`src/design/sio_host_pkg.sv`:
```
package sio_host_pkg;

    // --------------------------------------------------
    // Host command channel
    // --------------------------------------------------

    localparam int AVS_WIDTH = 32;    // Host payload and readback word width

    // Register selected by a host command
    typedef enum logic [1:0] {
        OP_CTRL = 2'd0,    // Control word
        OP_ADDR = 2'd1,    // SRAM address
        OP_DATA = 2'd2,    // SRAM data
        OP_DIV  = 2'd3     // Serial clock divider
    } host_op_e;

    typedef struct packed {
        host_op_e               op;
        logic [AVS_WIDTH-1:0]   payload;
    } host_cmd_t;

    // --------------------------------------------------
    // Control word fields
    // --------------------------------------------------

    localparam int CTRL_BGN_BIT   = 0;
    localparam int CTRL_LOAD_BIT  = 1;    // Starts a frame, not stored
    localparam int CTRL_MOD0_BIT  = 2;
    localparam int CTRL_MOD1_BIT  = 3;
    localparam int CTRL_RST_N_BIT = 6;

    // --------------------------------------------------
    // Status word fields
    // --------------------------------------------------

    localparam int STAT_RDY_BIT      = 0;
    localparam int STAT_NXT_END_BIT  = 1;
    localparam int STAT_NXT_CONT_BIT = 2;
    localparam int STAT_SO_BIT       = 4;    // Raw serial-out pin
    localparam int STAT_BUSY_BIT     = 5;

endpackage

```
`src/design/sio_link_pkg.sv`:
```
package sio_link_pkg;

    // --------------------------------------------------
    // Serial frame layout
    // --------------------------------------------------

    localparam int MEM_ADDR_WIDTH = 10;
    localparam int MEM_DATA_WIDTH = 8;

    // Address sits above data, bit 0 goes out first
    localparam int FRAME_BITS = MEM_ADDR_WIDTH + MEM_DATA_WIDTH;

    typedef enum logic {
        DIR_TO_CHIP   = 1'b0,    // Mode 00
        DIR_FROM_CHIP = 1'b1     // Mode 10
    } frame_dir_e;

    // Frame request from the register file
    typedef struct packed {
        frame_dir_e                 dir;
        logic [MEM_ADDR_WIDTH-1:0]  addr;
        logic [MEM_DATA_WIDTH-1:0]  data;
    } xfer_req_t;

    // Completed frame, addr and data hold the bits read from the chip
    typedef struct packed {
        frame_dir_e                 dir;
        logic [MEM_ADDR_WIDTH-1:0]  addr;
        logic [MEM_DATA_WIDTH-1:0]  data;
    } xfer_rsp_t;

    // --------------------------------------------------
    // Shifter FSM
    // --------------------------------------------------

    typedef enum logic [1:0] {
        ST_IDLE  = 2'd0,
        ST_ARM   = 2'd1,    // Waiting for a chip clock fall
        ST_SHIFT = 2'd2
    } shift_state_e;

endpackage

```
`src/design/frame_shifter.sv`:
```
`timescale 1ns/10ps

module frame_shifter (
    input  logic                     csi_clk,
    input  logic                     rsi_reset_n,
    input  logic                     req_valid,
    output logic                     req_ready,
    input  sio_link_pkg::xfer_req_t  req,
    input  logic                     rise_tick,
    input  logic                     fall_tick,
    input  logic                     so,
    output logic                     si,
    output logic                     ctrl_load,
    output logic                     busy,
    output logic                     rsp_valid,
    output sio_link_pkg::xfer_rsp_t  rsp
);

    import sio_link_pkg::*;

    localparam int CNT_WIDTH = $clog2(FRAME_BITS + 1);

    shift_state_e           state;
    logic [FRAME_BITS-1:0]  shreg;       // Outgoing bits low, incoming bits high
    logic [CNT_WIDTH-1:0]   rise_cnt;
    logic                   load_q;
    logic                   so_q;        // Sample from the last rise
    frame_dir_e             dir_q;
    logic                   req_fire;
    logic                   shift_fall;
    logic                   last_rise;

    assign req_ready = (state == ST_IDLE);
    assign req_fire  = req_valid && req_ready;

    // A pending request counts as busy so the host never sees a gap
    assign busy = req_valid || (state != ST_IDLE);

    assign si        = shreg[0];
    assign ctrl_load = load_q;

    assign shift_fall = (state == ST_SHIFT) && fall_tick;
    assign last_rise  = (state == ST_SHIFT) && rise_tick
                        && (rise_cnt == CNT_WIDTH'(FRAME_BITS - 1));

    // --------------------------------------------------
    // Frame FSM
    // --------------------------------------------------

    always_ff @(posedge csi_clk)
    begin
        if (!rsi_reset_n)
        begin
            state     <= ST_IDLE;
            load_q    <= 1'b0;
            rise_cnt  <= '0;
            rsp_valid <= 1'b0;
        end
        else
        begin
            rsp_valid <= 1'b0;
            case (state)
                ST_IDLE:
                begin
                    if (req_valid)
                    begin
                        state    <= ST_ARM;
                        rise_cnt <= '0;
                    end
                end
                ST_ARM:
                begin
                    // Load goes up with the chip clock fall
                    if (fall_tick)
                    begin
                        state  <= ST_SHIFT;
                        load_q <= 1'b1;
                    end
                end
                ST_SHIFT:
                begin
                    if (fall_tick)
                        load_q <= 1'b0;    // One full chip clock period
                    if (rise_tick)
                        rise_cnt <= rise_cnt + 1'b1;
                    if (last_rise)
                    begin
                        state     <= ST_IDLE;
                        rsp_valid <= 1'b1;
                    end
                end
                default: state <= ST_IDLE;
            endcase
        end
    end

    // --------------------------------------------------
    // Shift register
    // --------------------------------------------------

    // Drives the si pin, so it starts from a known level
    always_ff @(posedge csi_clk)
    begin
        if (!rsi_reset_n)
            shreg <= '0;
        else if (req_fire)
            shreg <= (req.dir == DIR_TO_CHIP) ? {req.addr, req.data} : '0;
        else if (shift_fall)
            shreg <= {so_q, shreg[FRAME_BITS-1:1]};    // Next bit out, last sample in
    end

    always_ff @(posedge csi_clk)
    begin
        if (req_fire)
            dir_q <= req.dir;
        if (rise_tick)
            so_q <= so;
        // Final sample is taken straight from the pin
        if (last_rise)
        begin
            rsp.dir             <= dir_q;
            {rsp.addr, rsp.data} <= {so, shreg[FRAME_BITS-1:1]};
        end
    end

    assert property (@(posedge csi_clk) disable iff (!rsi_reset_n)
        ctrl_load |-> (state != ST_IDLE));

endmodule

```
`src/design/host_reg_file.sv`:
```
`timescale 1ns/10ps

module host_reg_file #(
    parameter int DIV_WIDTH   = 8,
    parameter int DEFAULT_DIV = 0
) (
    input  logic                     csi_clk,
    input  logic                     rsi_reset_n,
    input  logic                     cmd_valid,
    output logic                     cmd_ready,
    input  sio_host_pkg::host_cmd_t  cmd,
    output logic [DIV_WIDTH-1:0]     div_value,
    output logic                     req_valid,
    input  logic                     req_ready,
    output sio_link_pkg::xfer_req_t  req,
    output logic                     ctrl_bgn,
    output logic                     ctrl_mod0,
    output logic                     ctrl_mod1,
    output logic                     chip_rst_n
);

    import sio_host_pkg::*;
    import sio_link_pkg::*;

    logic                       cmd_fire;
    logic [1:0]                 mode_q;      // {mod1, mod0}
    logic [1:0]                 new_mode;
    logic                       load_hit;
    logic [MEM_ADDR_WIDTH-1:0]  addr_q;
    logic [MEM_DATA_WIDTH-1:0]  data_q;

    // Stall the host only while a request waits for the shifter
    assign cmd_ready = !req_valid || req_ready;
    assign cmd_fire  = cmd_valid && cmd_ready;

    assign new_mode = {cmd.payload[CTRL_MOD1_BIT], cmd.payload[CTRL_MOD0_BIT]};

    // Only modes 00 and 10 move a frame over the serial link
    assign load_hit = cmd_fire && (cmd.op == OP_CTRL) && cmd.payload[CTRL_LOAD_BIT]
                      && ((new_mode == 2'b00) || (new_mode == 2'b10));

    assign ctrl_mod0 = mode_q[0];
    assign ctrl_mod1 = mode_q[0] ? mode_q[1] : 1'b0;    // Masked unless mod0 set

    // --------------------------------------------------
    // Control and divider registers
    // --------------------------------------------------

    always_ff @(posedge csi_clk)
    begin
        if (!rsi_reset_n)
        begin
            ctrl_bgn   <= 1'b0;
            chip_rst_n <= 1'b0;    // Chip held in reset until the host releases it
            mode_q     <= 2'b00;
            div_value  <= DIV_WIDTH'(DEFAULT_DIV);
        end
        else if (cmd_fire)
        begin
            if (cmd.op == OP_CTRL)
            begin
                ctrl_bgn   <= cmd.payload[CTRL_BGN_BIT];
                chip_rst_n <= cmd.payload[CTRL_RST_N_BIT];
                mode_q     <= new_mode;
            end
            else if (cmd.op == OP_DIV)
            begin
                div_value <= cmd.payload[DIV_WIDTH-1:0];
            end
        end
    end

    // SRAM address and data words, plus the frame snapshot
    always_ff @(posedge csi_clk)
    begin
        if (cmd_fire && (cmd.op == OP_ADDR))
            addr_q <= cmd.payload[MEM_ADDR_WIDTH-1:0];
        if (cmd_fire && (cmd.op == OP_DATA))
            data_q <= cmd.payload[MEM_DATA_WIDTH-1:0];
        if (load_hit)
        begin
            req.dir  <= new_mode[1] ? DIR_FROM_CHIP : DIR_TO_CHIP;
            req.addr <= addr_q;
            req.data <= data_q;
        end
    end

    // --------------------------------------------------
    // Request handshake
    // --------------------------------------------------

    always_ff @(posedge csi_clk)
    begin
        if (!rsi_reset_n)
            req_valid <= 1'b0;
        else if (load_hit)
            req_valid <= 1'b1;    // A new load wins over the acceptance
        else if (req_ready)
            req_valid <= 1'b0;
    end

    // A stalled request keeps its fields until the shifter takes it
    assert property (@(posedge csi_clk) disable iff (!rsi_reset_n)
        (req_valid && !req_ready) |=> (req_valid && $stable(req)));

endmodule

```
`src/design/readback_stage.sv`:
```
`timescale 1ns/10ps

module readback_stage (
    input  logic                                 csi_clk,
    input  logic                                 rsi_reset_n,
    input  logic                                 rsp_valid,
    input  sio_link_pkg::xfer_rsp_t              rsp,
    input  logic                                 busy,
    input  logic                                 ctrl_rdy,
    input  logic                                 nxt_end,
    input  logic                                 nxt_cont,
    input  logic                                 so,
    output logic [sio_host_pkg::AVS_WIDTH-1:0]   stat_readdata,
    output logic [sio_host_pkg::AVS_WIDTH-1:0]   addr_readdata,
    output logic [sio_host_pkg::AVS_WIDTH-1:0]   data_readdata
);

    import sio_host_pkg::*;
    import sio_link_pkg::*;

    logic [MEM_ADDR_WIDTH-1:0]  addr_q;
    logic [MEM_DATA_WIDTH-1:0]  data_q;
    logic [AVS_WIDTH-1:0]       stat_next;

    always_comb
    begin
        stat_next                    = '0;
        stat_next[STAT_RDY_BIT]      = ctrl_rdy;
        stat_next[STAT_NXT_END_BIT]  = nxt_end;
        stat_next[STAT_NXT_CONT_BIT] = nxt_cont;
        stat_next[STAT_SO_BIT]       = so;
        stat_next[STAT_BUSY_BIT]     = busy;
    end

    // Status also samples the chip pins into csi_clk, busy drops with the new words
    always_ff @(posedge csi_clk)
    begin
        if (!rsi_reset_n)
        begin
            addr_q        <= '0;
            data_q        <= '0;
            stat_readdata <= '0;
        end
        else
        begin
            stat_readdata <= stat_next;
            if (rsp_valid && (rsp.dir == DIR_FROM_CHIP))
            begin
                addr_q <= rsp.addr;
                data_q <= rsp.data;
            end
        end
    end

    assign addr_readdata = {{(AVS_WIDTH - MEM_ADDR_WIDTH){1'b0}}, addr_q};
    assign data_readdata = {{(AVS_WIDTH - MEM_DATA_WIDTH){1'b0}}, data_q};

endmodule

```
`src/design/sclk_divider.sv`:
```
`timescale 1ns/10ps

module sclk_divider #(
    parameter int DIV_WIDTH = 8
) (
    input  logic                  csi_clk,
    input  logic                  rsi_reset_n,
    input  logic [DIV_WIDTH-1:0]  div_value,
    output logic                  chip_clk,
    output logic                  rise_tick,
    output logic                  fall_tick
);

    logic [DIV_WIDTH-1:0]  half_cnt;
    logic                  half_done;

    // Greater-or-equal so a smaller divider never makes the count wrap
    assign half_done = (half_cnt >= div_value);

    // Ticks mark the cycle whose closing edge toggles chip_clk
    assign rise_tick = half_done && !chip_clk;
    assign fall_tick = half_done && chip_clk;

    // --------------------------------------------------
    // Half-period counter
    // --------------------------------------------------

    always_ff @(posedge csi_clk)
    begin
        if (!rsi_reset_n)
        begin
            half_cnt <= '0;
            chip_clk <= 1'b0;
        end
        else if (half_done)
        begin
            half_cnt <= '0;
            chip_clk <= ~chip_clk;
        end
        else
        begin
            half_cnt <= half_cnt + 1'b1;
        end
    end

    assert property (@(posedge csi_clk) disable iff (!rsi_reset_n)
        !(rise_tick && fall_tick));

endmodule

```
`src/design/sram_io_ctrl.sv`:
```
`timescale 1ns/10ps

module sram_io_ctrl #(
    parameter int DIV_WIDTH   = 8,
    parameter int DEFAULT_DIV = 0    // 0 gives half the csi_clk rate
) (
    input  logic                                csi_clk,
    input  logic                                rsi_reset_n,
    input  logic                                cmd_valid,
    output logic                                cmd_ready,
    input  sio_host_pkg::host_cmd_t             cmd,
    output logic [sio_host_pkg::AVS_WIDTH-1:0]  stat_readdata,
    output logic [sio_host_pkg::AVS_WIDTH-1:0]  addr_readdata,
    output logic [sio_host_pkg::AVS_WIDTH-1:0]  data_readdata,
    output logic                                chip_clk,
    output logic                                ctrl_load,
    output logic                                si,
    output logic                                ctrl_bgn,
    output logic                                ctrl_mod0,
    output logic                                ctrl_mod1,
    output logic                                chip_rst_n,
    input  logic                                so,
    input  logic                                ctrl_rdy,
    input  logic                                nxt_end,
    input  logic                                nxt_cont
);

    import sio_link_pkg::*;

    logic [DIV_WIDTH-1:0]  div_value;
    logic                  req_valid;
    logic                  req_ready;
    xfer_req_t             req;
    logic                  rise_tick;
    logic                  fall_tick;
    logic                  busy;
    logic                  rsp_valid;
    xfer_rsp_t             rsp;

    // --------------------------------------------------
    // Pipeline stages
    // --------------------------------------------------

    host_reg_file #(
        .DIV_WIDTH   (DIV_WIDTH),
        .DEFAULT_DIV (DEFAULT_DIV)
    ) u_host_reg_file (
        .csi_clk     (csi_clk),
        .rsi_reset_n (rsi_reset_n),
        .cmd_valid   (cmd_valid),
        .cmd_ready   (cmd_ready),
        .cmd         (cmd),
        .div_value   (div_value),
        .req_valid   (req_valid),
        .req_ready   (req_ready),
        .req         (req),
        .ctrl_bgn    (ctrl_bgn),
        .ctrl_mod0   (ctrl_mod0),
        .ctrl_mod1   (ctrl_mod1),
        .chip_rst_n  (chip_rst_n)
    );

    sclk_divider #(
        .DIV_WIDTH (DIV_WIDTH)
    ) u_sclk_divider (
        .csi_clk     (csi_clk),
        .rsi_reset_n (rsi_reset_n),
        .div_value   (div_value),
        .chip_clk    (chip_clk),
        .rise_tick   (rise_tick),
        .fall_tick   (fall_tick)
    );

    frame_shifter u_frame_shifter (
        .csi_clk     (csi_clk),
        .rsi_reset_n (rsi_reset_n),
        .req_valid   (req_valid),
        .req_ready   (req_ready),
        .req         (req),
        .rise_tick   (rise_tick),
        .fall_tick   (fall_tick),
        .so          (so),
        .si          (si),
        .ctrl_load   (ctrl_load),
        .busy        (busy),
        .rsp_valid   (rsp_valid),
        .rsp         (rsp)
    );

    readback_stage u_readback_stage (
        .csi_clk       (csi_clk),
        .rsi_reset_n   (rsi_reset_n),
        .rsp_valid     (rsp_valid),
        .rsp           (rsp),
        .busy          (busy),
        .ctrl_rdy      (ctrl_rdy),
        .nxt_end       (nxt_end),
        .nxt_cont      (nxt_cont),
        .so            (so),
        .stat_readdata (stat_readdata),
        .addr_readdata (addr_readdata),
        .data_readdata (data_readdata)
    );

endmodule

```
`config.mk`:
```
export PLATFORM = sky130hd
export DESIGN_NAME = sram_io_ctrl
export DESIGN_NICKNAME = d
export VERILOG_FILES = /design/src/design/sio_host_pkg.sv /design/src/design/sio_link_pkg.sv /design/src/design/frame_shifter.sv /design/src/design/host_reg_file.sv /design/src/design/readback_stage.sv /design/src/design/sclk_divider.sv /design/src/design/sram_io_ctrl.sv
export SDC_FILE = /design/constraint.sdc
export NUM_CORES = 1
export LEC_CHECK = 0
export ABC_CLOCK_PERIOD_IN_PS = 8200
export BUFFER_PORTS_ARGS = -buffer_cell sky130_fd_sc_hd__buf_2
export CORE_ASPECT_RATIO = 0.8
export CORE_MARGIN = 2
export CORE_UTILIZATION = 50
export CTS_CLUSTER_SIZE = 14
export DETAILED_ROUTE_END_ITERATION = 16
export PLACE_DENSITY = 0.76
export SETUP_SLACK_MARGIN = 0.15
export SYNTH_ARGS = -nofsm -noshare
export SYNTH_HDL_FRONTEND = slang
export SYNTH_HIERARCHICAL = 1
export SYNTH_SLANG_ARGS = --single-unit
```
`constraint.sdc`:
```
create_clock -name csi_clk -period 8.2 [get_ports csi_clk]
set_clock_uncertainty 0.2 [all_clocks]
set_input_delay 0.41 -clock csi_clk [delete_from_list [all_inputs] [get_ports csi_clk]]
set_output_delay 0.41 -clock csi_clk [all_outputs]
set_load 0.005 [all_outputs]
```
==> impl_metrics.ini <==
[outcome]
outcome = finished, final reports clean

[clock_tree]
cts.sinks = 130
clock_latency_ns = 0.40
cts_tree = yes
cts-htree-levels = 4
root_buffer = clkbuf_16
cts_buffers = 17
clkTransAtPathRegs_ns = 0.06
clk_path_buf_depth = 2

[synthesis]
ys_top_cells_by_area = edfxtp_1 (30%), dfxtp_1 (25%), buf_4 (9.9%)
synth_edf_count = 58
ys_seq_area_share_pct = 55.2
ys.flop_type = dfxtp_1
netlist_top_cells_count = buf_4 (76), dfxtp_1 (72), edfxtp_1 (58)
netlist_area_um2 = 5770
ys_ff_latch = 130
netlist.top_cell.by_area = edfxtp_1
synth_top_cell_area_share_pct = 30.2
synth_area_per_cell_um2 = 11.6
synth_cell_types = 55
synth_warnings = 6
synth_cells = 497
synth.most_common_cell = buf_4
async_reset_ff_share_pct = 0

[worst_hold_path]
worst_hold_path.endpoint = u_readback_stage/stat_readdata[2]
holdPathStages = 2
worstHoldStart = nxt_cont
hold_class = input port to register

[setup_path]
critPathMaxFanout = 19
endpoint_kind = register
startpoint_type = register
cp.required_ns = 8.29
crit_path_start = u_sclk_divider/half_cnt[0]
arrival_ns = 3.38
reg2reg_setup_slack_ns = 4.92
r2r_end = u_frame_shifter/shreg[2]
critical_path_class = register to register
reg2reg_depth = 9
r2r-start = u_sclk_divider/half_cnt[0]

[timing]
final.setup.tns_ns = 0
timing.final.hold_violations = 0
grt_setup_unrepaired = no
fin_crit_sh_pct = 40.0
fin_ws_ns = 4.92
slew_headroom_pct = 21.0
worst_pin_slew_ns = 1.18
max_freq_mhz = 305
fin_crit_ns = 3.28
final_max_slew_viol_count = 0
setup_viol_count_final = 0

[power_and_ir_drop]
power_density_nw_per_um2 = 232
max-vdd-ir-drop_v = 0.000143
leakage_uw = 0.00245

[route]
final_antenna_net_count = 0
dr_total_vias = 3443
viasPerCell = 4.86
postRouteWirelength_mm = 9.47
drtIter0Drc = 213
wire_per_inst_um = 13.4
remaining_drc_errors = 0
drtPass1Iterations = 5

[placement]
gp_congestion = 0.786
io_buffer_count = 49
hpwl_mm = 6.42
dp_slack_ns = 4.89

[die]
initial_core_util_pct = 50.7
std_cell_rows = 35
die_h_um = 100
fp.dieArea_um2 = 12400
core_um2 = 11400
chipWidth_um = 124
io_pins = 145

[grt]
overflow = 0
grt_max_degree = 72
grt_pass1_wl_mm = 15.5
first_global_vias = 3183
antenna_found_initial = 0
grt_usage_pct = 16.3

[finish]
num-fill-cells = 943
area.growth.synth_to_final_pct = 11.3
layout-drive-gt1-share_pct = 22.5
final_nets = 599
diodes = 0

[run]
cap_viol_max_count = 0
[power breakdown]
part           switching (µW)  internal, µW  total [µW]
sequential               7.28           687         695
clock                     278           449         728
combinational            43.9          24.6        68.5
[logic make-up (layout without fill, tap and decap cells)]
| group | count (synthesis) | count (layout) | share of synthesized area [%] |
|---|---|---|---|
| buffers and inverters | 114 | 105 | 13.3 |
| AND/OR/NAND/NOR | 126 | 126 | 12.5 |
| flip-flops | 130 | 130 | 55.2 |
| other | 1 | 73 | 0.0650 |
| multiplexers | 13 | 13 | 2.34 |
| adder cells (fa/ha/maj) | 11 | 11 | 2.39 |
| AO/OA/AOI/OAI | 95 | 95 | 13.2 |
| XOR/XNOR | 7 | 7 | 1.06 |
[critical path: stages, from the launching register on]
cell and delay (ns):
dfxtp_1 0.39, inv_1 0.07, ha_1 0.27, nand2b_4 0.15, a2111oi_4 0.52, o21ai_1 0.15, and2_1 0.20, mux2_4 0.36
and2_1 0.48, a211oi_1 0.38
[registers in the layout (all words and copies together), names as in the netlist, 8 cells and up]
name / cells
u_sclk_divider/half_cnt: 8
u_host_reg_file/div_value: 8
u_host_reg_file/addr_q: 10
u_frame_shifter/shreg: 18
u_frame_shifter/rsp: 19
u_readback_stage/data_q: 8
u_host_reg_file/req: 19
u_host_reg_file/data_q: 8
u_readback_stage/addr_q: 10
[area by class of cell]
| type | count | area [µm²] | share of cell area (%) |
|---|---|---|---|
| multi-input cells | 325 | 2100 | 32.7 |
| clock inverters | 15 | 156 | 2.44 |
| flip-flops and latches | 130 | 3180 | 49.6 |
| inverters | 17 | 63.8 | 0.994 |
| clock buffers | 17 | 425 | 6.62 |
| well taps | 148 | 185 | 2.88 |
| repair buffers | 56 | 308 | 4.79 |
[metal layers]
| metal | GRT usage (%) | part of all wire, % |
|---|---|---|
| met4 | 4.15 | 0.65 |
| met1 | 22.2 | 47 |
| met5 | 0 | 0 |
| met3 | 6.25 | 6.7 |
| met2 | 24.5 | 46 |
[stage by stage]
step / cell area [µm²] / cells / total power [µW] / hold WS, ns / util [%]
CTS: 6410 / 707 / 1500 / 0.00124 / 56.3
global placement: 5800 / 672 / 772 / 0.203 / 50.9
floorplan: 6040 / 569 / 778 / 0.200 / -
finish: 6420 / 708 / 1490 / 0.0181 / 56.4
global route: 6420 / 708 / 1550 / 0.0128 / 56.4
detailed placement: 5800 / 672 / 774 / 0.205 / 50.9
[how the worst max path moves through the flow]
stage                     slack (ns)                        end  cells past startpoint
after floorplan                 5.29     u_frame_shifter/rsp[0]                      8
final                           4.92   u_frame_shifter/shreg[2]                      9
after detailed placement        4.89   u_frame_shifter/shreg[2]                      9
after CTS                       4.87   u_frame_shifter/shreg[2]                      9
after global routing            4.69   u_frame_shifter/shreg[2]                      9
after global placement          5.11  u_frame_shifter/shreg[16]                      9
[placed cells by master, fill, tap and decap left out, types with 12 or more instances in the layout]
cell / count
nand2_1: 46
a21oi_1: 24
o21ai_0: 14
edfxtp_1: 58
nor2_1: 16
conb_1: 73
buf_2: 49
inv_1: 16
dfxtp_1: 72
nand4_1: 18
mux2i_1: 12
clkbuf_16: 17
[repair_timing]
item | 4_1_cts | 5_1_grt
hold buffers | 3 | 1
gates resized for setup | 0 | 0
endpoints found under the hold margin | 3 | 1
buffers inserted | 0 | 0
Power figures use the tool's default switching activity.
